===== src/design/perf_pkg.sv =====
`default_nettype none

package perf_pkg;

	// Width of every event counter and of the report byte
	localparam int CNT_W = 8;

	localparam int NUM_SLOTS = 6; // Results shown per report period

	// Report order on data_o, one slot every JCNT cycles
	typedef enum logic [2:0] {
		SLOT_L1I_MISS   = 3'd0,
		SLOT_L1I_READ   = 3'd1,
		SLOT_L1D_MISS   = 3'd2,
		SLOT_L1D_ACCESS = 3'd3, // L1D reads plus writes
		SLOT_L2_MISS    = 3'd4,
		SLOT_L2_ACCESS  = 3'd5  // L2 reads plus writes
	} report_slot_t;

	// Slot that follows the given one, wrapping after the L2 access slot
	function automatic report_slot_t next_slot(input report_slot_t slot);
		report_slot_t nxt;
		case (slot)
			SLOT_L1I_MISS:   nxt = SLOT_L1I_READ;
			SLOT_L1I_READ:   nxt = SLOT_L1D_MISS;
			SLOT_L1D_MISS:   nxt = SLOT_L1D_ACCESS;
			SLOT_L1D_ACCESS: nxt = SLOT_L2_MISS;
			SLOT_L2_MISS:    nxt = SLOT_L2_ACCESS;
			default:         nxt = SLOT_L1I_MISS;
		endcase
		return nxt;
	endfunction

endpackage

`default_nettype wire


===== src/design/cache_perf_monitor.sv =====
`timescale 1ns/1ns
`default_nettype none

module cache_perf_monitor import perf_pkg::*; #(
	parameter int JCNT = 100
) (
	input  logic             clk,
	input  logic             rstn,
	input  logic             read_c_l1i,
	input  logic             miss_l1i_c,
	input  logic             read_c_l1d,
	input  logic             write_c_l1d,
	input  logic             miss_l1d_c,
	input  logic             read_l1_l2,
	input  logic             write_l1_l2,
	input  logic             miss_l2_l1,
	output logic [CNT_W-1:0] data_o
);

	logic [CNT_W-1:0] cnt_l1i_read;
	logic [CNT_W-1:0] cnt_l1i_miss;
	logic [CNT_W-1:0] cnt_l1d_read;
	logic [CNT_W-1:0] cnt_l1d_write;
	logic [CNT_W-1:0] cnt_l1d_miss;
	logic [CNT_W-1:0] cnt_l2_read;
	logic [CNT_W-1:0] cnt_l2_write;
	logic [CNT_W-1:0] cnt_l2_miss;

	l1_event_tally l1_event_tally_inst (
		.clk          (clk),
		.rstn         (rstn),
		.read_c_l1i   (read_c_l1i),
		.miss_l1i_c   (miss_l1i_c),
		.read_c_l1d   (read_c_l1d),
		.write_c_l1d  (write_c_l1d),
		.miss_l1d_c   (miss_l1d_c),
		.cnt_l1i_read (cnt_l1i_read),
		.cnt_l1i_miss (cnt_l1i_miss),
		.cnt_l1d_read (cnt_l1d_read),
		.cnt_l1d_write(cnt_l1d_write),
		.cnt_l1d_miss (cnt_l1d_miss)
	);

	l2_event_tally l2_event_tally_inst (
		.clk         (clk),
		.rstn        (rstn),
		.read_l1_l2  (read_l1_l2),
		.write_l1_l2 (write_l1_l2),
		.miss_l2_l1  (miss_l2_l1),
		.cnt_l2_read (cnt_l2_read),
		.cnt_l2_write(cnt_l2_write),
		.cnt_l2_miss (cnt_l2_miss)
	);

	// Both banks feed one sequencer that interleaves their results on data_o
	report_sequencer #(
		.JCNT(JCNT)
	) report_sequencer_inst (
		.clk          (clk),
		.rstn         (rstn),
		.cnt_l1i_read (cnt_l1i_read),
		.cnt_l1i_miss (cnt_l1i_miss),
		.cnt_l1d_read (cnt_l1d_read),
		.cnt_l1d_write(cnt_l1d_write),
		.cnt_l1d_miss (cnt_l1d_miss),
		.cnt_l2_read  (cnt_l2_read),
		.cnt_l2_write (cnt_l2_write),
		.cnt_l2_miss  (cnt_l2_miss),
		.data_o       (data_o)
	);

endmodule

`default_nettype wire


===== src/design/l1_event_tally.sv =====
`timescale 1ns/1ns
`default_nettype none

module l1_event_tally import perf_pkg::*; (
	input  logic             clk,
	input  logic             rstn,
	input  logic             read_c_l1i,
	input  logic             miss_l1i_c,
	input  logic             read_c_l1d,
	input  logic             write_c_l1d,
	input  logic             miss_l1d_c,
	output logic [CNT_W-1:0] cnt_l1i_read,
	output logic [CNT_W-1:0] cnt_l1i_miss,
	output logic [CNT_W-1:0] cnt_l1d_read,
	output logic [CNT_W-1:0] cnt_l1d_write,
	output logic [CNT_W-1:0] cnt_l1d_miss
);

	localparam int NUM_EV = 5;

	// Bit positions of the L1 strobes inside the packed vectors
	localparam int EV_L1I_READ  = 0;
	localparam int EV_L1I_MISS  = 1;
	localparam int EV_L1D_READ  = 2;
	localparam int EV_L1D_WRITE = 3;
	localparam int EV_L1D_MISS  = 4;

	logic [NUM_EV-1:0] strobe;
	logic [NUM_EV-1:0] strobe_prev;
	logic [NUM_EV-1:0] rise;
	logic [CNT_W-1:0]  cnt [NUM_EV];

	assign strobe[EV_L1I_READ]  = read_c_l1i;
	assign strobe[EV_L1I_MISS]  = miss_l1i_c;
	assign strobe[EV_L1D_READ]  = read_c_l1d;
	assign strobe[EV_L1D_WRITE] = write_c_l1d;
	assign strobe[EV_L1D_MISS]  = miss_l1d_c;

	// An event is a 0 to 1 step of its strobe between two samples
	assign rise = strobe & ~strobe_prev;

	always_ff @(posedge clk) begin
		if (!rstn) begin
			strobe_prev <= '0;
		end else begin
			strobe_prev <= strobe;
		end
	end

	for (genvar i = 0; i < NUM_EV; i++) begin : g_cnt
		always_ff @(posedge clk) begin
			if (!rstn) begin
				cnt[i] <= '0;
			end else if (rise[i]) begin
				cnt[i] <= cnt[i] + 1'b1; // Free running and wraps at 256
			end
		end

		// A counter moves by one at most and only after its strobe input was high
		a_cnt_step: assert property (
			@(posedge clk) disable iff (!rstn)
			$past(rstn) |->
				(cnt[i] == $past(cnt[i])) ||
				((cnt[i] == CNT_W'($past(cnt[i]) + 1'b1)) && $past(strobe[i]))
		);
	end

	assign cnt_l1i_read  = cnt[EV_L1I_READ];
	assign cnt_l1i_miss  = cnt[EV_L1I_MISS];
	assign cnt_l1d_read  = cnt[EV_L1D_READ];
	assign cnt_l1d_write = cnt[EV_L1D_WRITE];
	assign cnt_l1d_miss  = cnt[EV_L1D_MISS];

endmodule

`default_nettype wire


===== src/design/l2_event_tally.sv =====
`timescale 1ns/1ns
`default_nettype none

module l2_event_tally import perf_pkg::*; (
	input  logic             clk,
	input  logic             rstn,
	input  logic             read_l1_l2,
	input  logic             write_l1_l2,
	input  logic             miss_l2_l1,
	output logic [CNT_W-1:0] cnt_l2_read,
	output logic [CNT_W-1:0] cnt_l2_write,
	output logic [CNT_W-1:0] cnt_l2_miss
);

	localparam int NUM_EV = 3;

	localparam int EV_L2_READ  = 0;
	localparam int EV_L2_WRITE = 1;
	localparam int EV_L2_MISS  = 2;

	logic [NUM_EV-1:0] strobe;
	logic [NUM_EV-1:0] strobe_prev;
	logic [NUM_EV-1:0] rise;
	logic [CNT_W-1:0]  cnt [NUM_EV];

	assign strobe[EV_L2_READ]  = read_l1_l2;
	assign strobe[EV_L2_WRITE] = write_l1_l2;
	assign strobe[EV_L2_MISS]  = miss_l2_l1;

	assign rise = strobe & ~strobe_prev; // Held high counts once

	always_ff @(posedge clk) begin
		if (!rstn) begin
			strobe_prev <= '0;
		end else begin
			strobe_prev <= strobe;
		end
	end

	for (genvar i = 0; i < NUM_EV; i++) begin : g_cnt
		always_ff @(posedge clk) begin
			if (!rstn) begin
				cnt[i] <= '0;
			end else if (rise[i]) begin
				cnt[i] <= cnt[i] + 1'b1;
			end
		end

		// No 0 to 1 step seen on the strobe input means the count is unchanged next cycle
		a_cnt_hold: assert property (
			@(posedge clk) disable iff (!rstn)
			$past(rstn) && !(strobe[i] && !$past(strobe[i])) |=> $stable(cnt[i])
		);
	end

	assign cnt_l2_read  = cnt[EV_L2_READ];
	assign cnt_l2_write = cnt[EV_L2_WRITE];
	assign cnt_l2_miss  = cnt[EV_L2_MISS];

endmodule

`default_nettype wire


===== src/design/report_sequencer.sv =====
`timescale 1ns/1ns
`default_nettype none

module report_sequencer import perf_pkg::*; #(
	parameter int JCNT = 100
) (
	input  logic             clk,
	input  logic             rstn,
	input  logic [CNT_W-1:0] cnt_l1i_read,
	input  logic [CNT_W-1:0] cnt_l1i_miss,
	input  logic [CNT_W-1:0] cnt_l1d_read,
	input  logic [CNT_W-1:0] cnt_l1d_write,
	input  logic [CNT_W-1:0] cnt_l1d_miss,
	input  logic [CNT_W-1:0] cnt_l2_read,
	input  logic [CNT_W-1:0] cnt_l2_write,
	input  logic [CNT_W-1:0] cnt_l2_miss,
	output logic [CNT_W-1:0] data_o
);

	// The timer counts 0 to TIMER_MAX inclusive so one period is TIMER_MAX + 1 cycles
	localparam int TIMER_MAX = NUM_SLOTS * JCNT;
	localparam int TIMER_W   = $clog2(TIMER_MAX + 1);

	logic [TIMER_W-1:0] timer;
	logic [TIMER_W-1:0] slot_mark;
	logic               at_boundary;
	report_slot_t       slot;

	logic [CNT_W-1:0] snap_l1i_read;
	logic [CNT_W-1:0] snap_l1i_miss;
	logic [CNT_W-1:0] snap_l1d_read;
	logic [CNT_W-1:0] snap_l1d_write;
	logic [CNT_W-1:0] snap_l1d_miss;
	logic [CNT_W-1:0] snap_l2_read;
	logic [CNT_W-1:0] snap_l2_write;
	logic [CNT_W-1:0] snap_l2_miss;

	logic [CNT_W-1:0] l1d_access;
	logic [CNT_W-1:0] l2_access;
	logic [CNT_W-1:0] slot_value;

	// Slot k is shown on the edge where the timer reaches (k + 1) * JCNT
	assign slot_mark   = TIMER_W'((int'(slot) + 1) * JCNT);
	assign at_boundary = (timer == slot_mark);

	always_ff @(posedge clk) begin
		if (!rstn) begin
			timer  <= '0;
			slot   <= SLOT_L1I_MISS;
			data_o <= '0;
		end else begin
			if (timer == TIMER_W'(TIMER_MAX)) begin
				timer <= '0;
			end else begin
				timer <= timer + 1'b1;
			end
			if (at_boundary) begin
				data_o <= slot_value;
				slot   <= next_slot(slot); // Wraps back to the L1I miss slot
			end
		end
	end

	// All eight counts are frozen together so one report is self consistent
	always_ff @(posedge clk) begin
		if (timer == '0) begin
			snap_l1i_read  <= cnt_l1i_read;
			snap_l1i_miss  <= cnt_l1i_miss;
			snap_l1d_read  <= cnt_l1d_read;
			snap_l1d_write <= cnt_l1d_write;
			snap_l1d_miss  <= cnt_l1d_miss;
			snap_l2_read   <= cnt_l2_read;
			snap_l2_write  <= cnt_l2_write;
			snap_l2_miss   <= cnt_l2_miss;
		end
	end

	assign l1d_access = snap_l1d_read + snap_l1d_write; // Modulo 256
	assign l2_access  = snap_l2_read + snap_l2_write;

	always_comb begin
		case (slot)
			SLOT_L1I_MISS:   slot_value = snap_l1i_miss;
			SLOT_L1I_READ:   slot_value = snap_l1i_read;
			SLOT_L1D_MISS:   slot_value = snap_l1d_miss;
			SLOT_L1D_ACCESS: slot_value = l1d_access;
			SLOT_L2_MISS:    slot_value = snap_l2_miss;
			SLOT_L2_ACCESS:  slot_value = l2_access;
			default:         slot_value = '0;
		endcase
	end

	a_timer_range: assert property (
		@(posedge clk) disable iff (!rstn)
		timer <= TIMER_W'(TIMER_MAX)
	);

	// The output byte only moves on an edge where the timer sat on a nonzero multiple of JCNT
	a_data_hold: assert property (
		@(posedge clk) disable iff (!rstn)
		$past(rstn) && $changed(data_o) |->
			($past(timer) != '0) && (($past(timer) % JCNT) == 0)
	);

endmodule

`default_nettype wire


===== config.mk =====
export PLATFORM = sky130hd
export DESIGN_NAME = cache_perf_monitor
export DESIGN_NICKNAME = d
export VERILOG_FILES = /design/src/design/perf_pkg.sv /design/src/design/cache_perf_monitor.sv /design/src/design/l1_event_tally.sv /design/src/design/l2_event_tally.sv /design/src/design/report_sequencer.sv
export SDC_FILE = /design/constraint.sdc
export NUM_CORES = 1
export LEC_CHECK = 0
export BUFFER_PORTS_ARGS = -buffer_cell sky130_fd_sc_hd__buf_2
export CORE_MARGIN = 5
export CORE_UTILIZATION = 40
export CTS_CLUSTER_SIZE = 24
export DETAILED_ROUTE_END_ITERATION = 7
export PLACE_DENSITY = 0.54
export SYNTH_ARGS = -nofsm -noshare
export SYNTH_HDL_FRONTEND = slang
export SYNTH_SLANG_ARGS = --single-unit

===== constraint.sdc =====
create_clock -name clk -period 6.2 [get_ports clk]
set_input_delay 1.24 -clock clk [delete_from_list [all_inputs] [get_ports clk]]
set_output_delay 1.24 -clock clk [all_outputs]
set_load 0.02 [all_outputs]

==> run summary <==
CP most frequent cell - inv_1
critical path endpoint category - flip-flop
Yosys cell types - 49
TritonCTS clock tree - yes
reg-to-reg endpoint - report_sequencer_inst.data_o[3]$_SDFFE_PN0N_
fmax - 269 MHz
DRT Pass-1 Iters - 4
Initial DRC Count - 299
CP arrival - 4.03 ns
Initial Utilization - 41.0%
first-pass GRT wire length - 22,900 microns
grt met1 use - 17.0%
worst path cell trace - inv_1 -> ha_1 -> xnor2_1 -> inv_1 -> fa_1 -> xor2_1 -> nand4_1 -> nor4_4 -> nand2_4 -> o311a_1
RSZ-0062 raised after global routing - no
clk sinks - 157
Synth async-reset ratio - 0%
CTS clk-pin slew, worst paths - 0.06 ns
min Tclk post-route - 3.72 ns
Slowest-stage cell, CP - dfxtp_1
Hold Startpoint - report_sequencer_inst.timer[0]$_SDFF_PP0_
Leak - 3.13 nW
EDFF count, synth - 128
fin crit share - 60.1%
worst hold endpoint - report_sequencer_inst.timer[0]$_SDFF_PP0_
Post-CTS Setup Repair Bufs - 0
register area share after synthesis - 59.7%
dominant cells by area after synthesis - edfxtp_1, dfxtp_1, xor2_1, ha_1, nor2_1
Syn Area/Cell - 12.0 sq um
Die Y - 146 microns
H-tree level count - 4
largest net degree at the start of global routing - 39
via count - 4,533
Final GP Congestion - 0.828
share of cells above drive strength 1 - 8.46%
Clock Skews - 0.0110 ns
initial antenna violation count - 0
flops & latches, synth - 157
CTS root buffer - clkbuf_16
global route hottest layer - met2
Max Cap Viol - 0
CTS hold repair buffers - 0
Post-Place Cells - 847
Synth Instances - 616
Inserted Clock Buffers - 17
IO buf count - 17
setup TNS - 0 ns
Syn Nets - 662
Yosys top cell area share - 51.9%
worst-skew pair later-pin latency - 0.43 ns
WP data required - 6.50 ns
commonest non-fill, non-tap cell in the layout - edfxtp_1
setup violation total in the final timing report - 0
Area Overhead vs Synth - 12.2%
total of warnings raised by yosys - 0
final net count - 683
most frequent cells in the layout - edfxtp_1, nor2_1, nand3_1
filler instances - 1,635
Layout Cells excl Fill - 879
max_slew headroom - 21.0%
reg2reg setup slack - 2.48 ns
total grt overflow - 0
core box area - 18,100 sq um
Horiz. Die Dim - 146 microns
CTS Buffer Depth - 2
vias in the first global route - 4,537
GRT met2 Usage - 22.4%
Hold Path Depth - 1
final hold viol count - 0
GRT met3 Usage - 3.69%
Routed WL - 14,100 microns
crit path launch type - flip-flop
area of the multi-input gates - 2810 sq um
CTS-repair resized insts - 0
ys flop type - edfxtp_1
Reg2Reg Depth - 10
die area - 21,300 sq um
status - finished clean
Slew Viols, Final - 0
# DRC - 0
HP Class - flip-flop to flip-flop
cell taking the most area after synthesis - edfxtp_1
CP Max Fanout - 18
Max VDD drop - 0.178 mV
FF/Latch Area - 4420 sq um
Via density - 5.16
global-route usage over all layers - 13.6%
Mapped Area - 7410 sq um
WS Path Type - flip-flop to flip-flop
slowest stage delay, CP - 0.71 ns
Post-DRT Antenna Nets - 0
R2R Path Start - report_sequencer_inst.slot[2]$_SDFFE_PN0N_
worst slew pin tran - 1.17 ns
WL/cell - 16.1 microns
Ports - 18
power density cells - 314 nW/um^2
n_diodes - 0
Rows - 49
Post-DP HPWL - 9960 microns
[final cells by class]
| cell class | instances | share of cell area, % |
|---|---|---|
| sequential | 157 | 53.2 |
| inverter | 31 | 1.40 |
| clock inverter | 11 | 1.78 |
| multi-input combinational | 412 | 33.8 |
| clock buffer | 21 | 5.30 |
| timing repair buffer | 18 | 1.11 |
| tap | 229 | 3.45 |
[critical path, delay by kind of cell (launching register included)]
family                     cells  cell delay [ns]
and+or+nand+nor                3             0.77
DFF                            1             0.71
xor gates and xnor gates       2             0.37
buffers and inverters          2             0.37
AOI/OAI and AO/OA              1             0.38
adders and majority gates      2             0.99
[how the worst max path moves through the flow]
stage                                                            end                                        from  slack, ns
global route            report_sequencer_inst.data_o[3]$_SDFFE_PN0N_  report_sequencer_inst.slot[2]$_SDFFE_PN0N_       2.26
floorplan           report_sequencer_inst.snap_l1d_miss[0]$_DFFE_PN_   report_sequencer_inst.timer[3]$_SDFF_PP0_       1.93
detailed placement      report_sequencer_inst.data_o[3]$_SDFFE_PN0N_  report_sequencer_inst.slot[2]$_SDFFE_PN0N_       2.52
finish                  report_sequencer_inst.data_o[3]$_SDFFE_PN0N_  report_sequencer_inst.slot[2]$_SDFFE_PN0N_       2.48
global placement        report_sequencer_inst.data_o[3]$_SDFFE_PN0N_  report_sequencer_inst.slot[2]$_SDFFE_PN0N_       2.61
CTS                     report_sequencer_inst.data_o[3]$_SDFFE_PN0N_  report_sequencer_inst.slot[2]$_SDFFE_PN0N_       2.48
[where the power goes]
group | total (mW) | internal (mW) | switching, mW | leakage, nW
Combinational | 0.252 | 0.102 | 0.150 | 1.27
Sequential | 1.32 | 1.26 | 0.0668 | 1.58
Clock | 1.03 | 0.632 | 0.402 | 0.273
[metal layers]
layer,vias up,share of wire (%)
met2,53,49
met5,-,0
met4,0,2.4
met1,2187,45
met3,24,3.4
li1,2269,-
[cell usage after synthesis (all sizes together), types with 2 or more instances]
cell type / n
nor2: 89
a21boi: 2
nor3b: 2
a222oi: 7
clkbuf: 13
nand2: 17
buf: 3
ha: 33
xnor2: 30
mux2: 3
and2: 9
a31oi: 3
o21ai: 21
o211ai: 3
nand4: 4
o21a: 3
dfxtp: 29
o311a: 2
and3: 18
nor2b: 6
mux2i: 5
nand3: 53
xor2: 49
inv: 31
a22oi: 5
fa: 3
edfxtp: 128
a21oi: 11
nand3b: 11
nor3: 3
a211oi: 6
nor4: 2
[registers in the layout, indices dropped and copies added (netlist names)]
| signal | cells |
|---|---|
| l1_event_tally_inst.cnt | 40 |
| report_sequencer_inst.timer | 10 |
| report_sequencer_inst.data_o | 8 |
| report_sequencer_inst.snap_l1d_miss | 8 |
| report_sequencer_inst.snap_l1i_read | 8 |
| l2_event_tally_inst.cnt | 24 |
| l2_event_tally_inst.strobe_prev | 3 |
| report_sequencer_inst.snap_l2_write | 8 |
| report_sequencer_inst.snap_l2_read | 8 |
| report_sequencer_inst.slot | 3 |
| report_sequencer_inst.snap_l1d_write | 8 |
| report_sequencer_inst.snap_l1i_miss | 8 |
| report_sequencer_inst.snap_l2_miss | 8 |
| l1_event_tally_inst.strobe_prev | 5 |
| report_sequencer_inst.snap_l1d_read | 8 |
[cells by family after synthesis]
family | count (synthesis) | synth area share [%]
and+or+nand+nor | 217 | 14.4
muxes | 8 | 1.13
other | 1 | 0.0506
DFF | 157 | 59.7
xor gates and xnor gates | 79 | 9.34
buffers and inverters | 47 | 2.50
AOI/OAI and AO/OA | 71 | 6.50
adders and majority gates | 36 | 6.38
[per-stage QoR]
step	hold slack [ns]	setup slack [ns]	util [%]	cell area, sq um	power, mW
floorplan	0.430	1.93	-	7410	1.51
global placement	0.444	2.61	42.7	7730	1.59
detailed placement	0.456	2.52	42.7	7730	1.60
CTS	0.470	2.48	46.0	8320	2.64
global route	0.484	2.26	46.0	8320	2.72
finish	0.467	2.48	46.0	8320	2.61
Note: power is estimated with default switching activity, not from simulation.
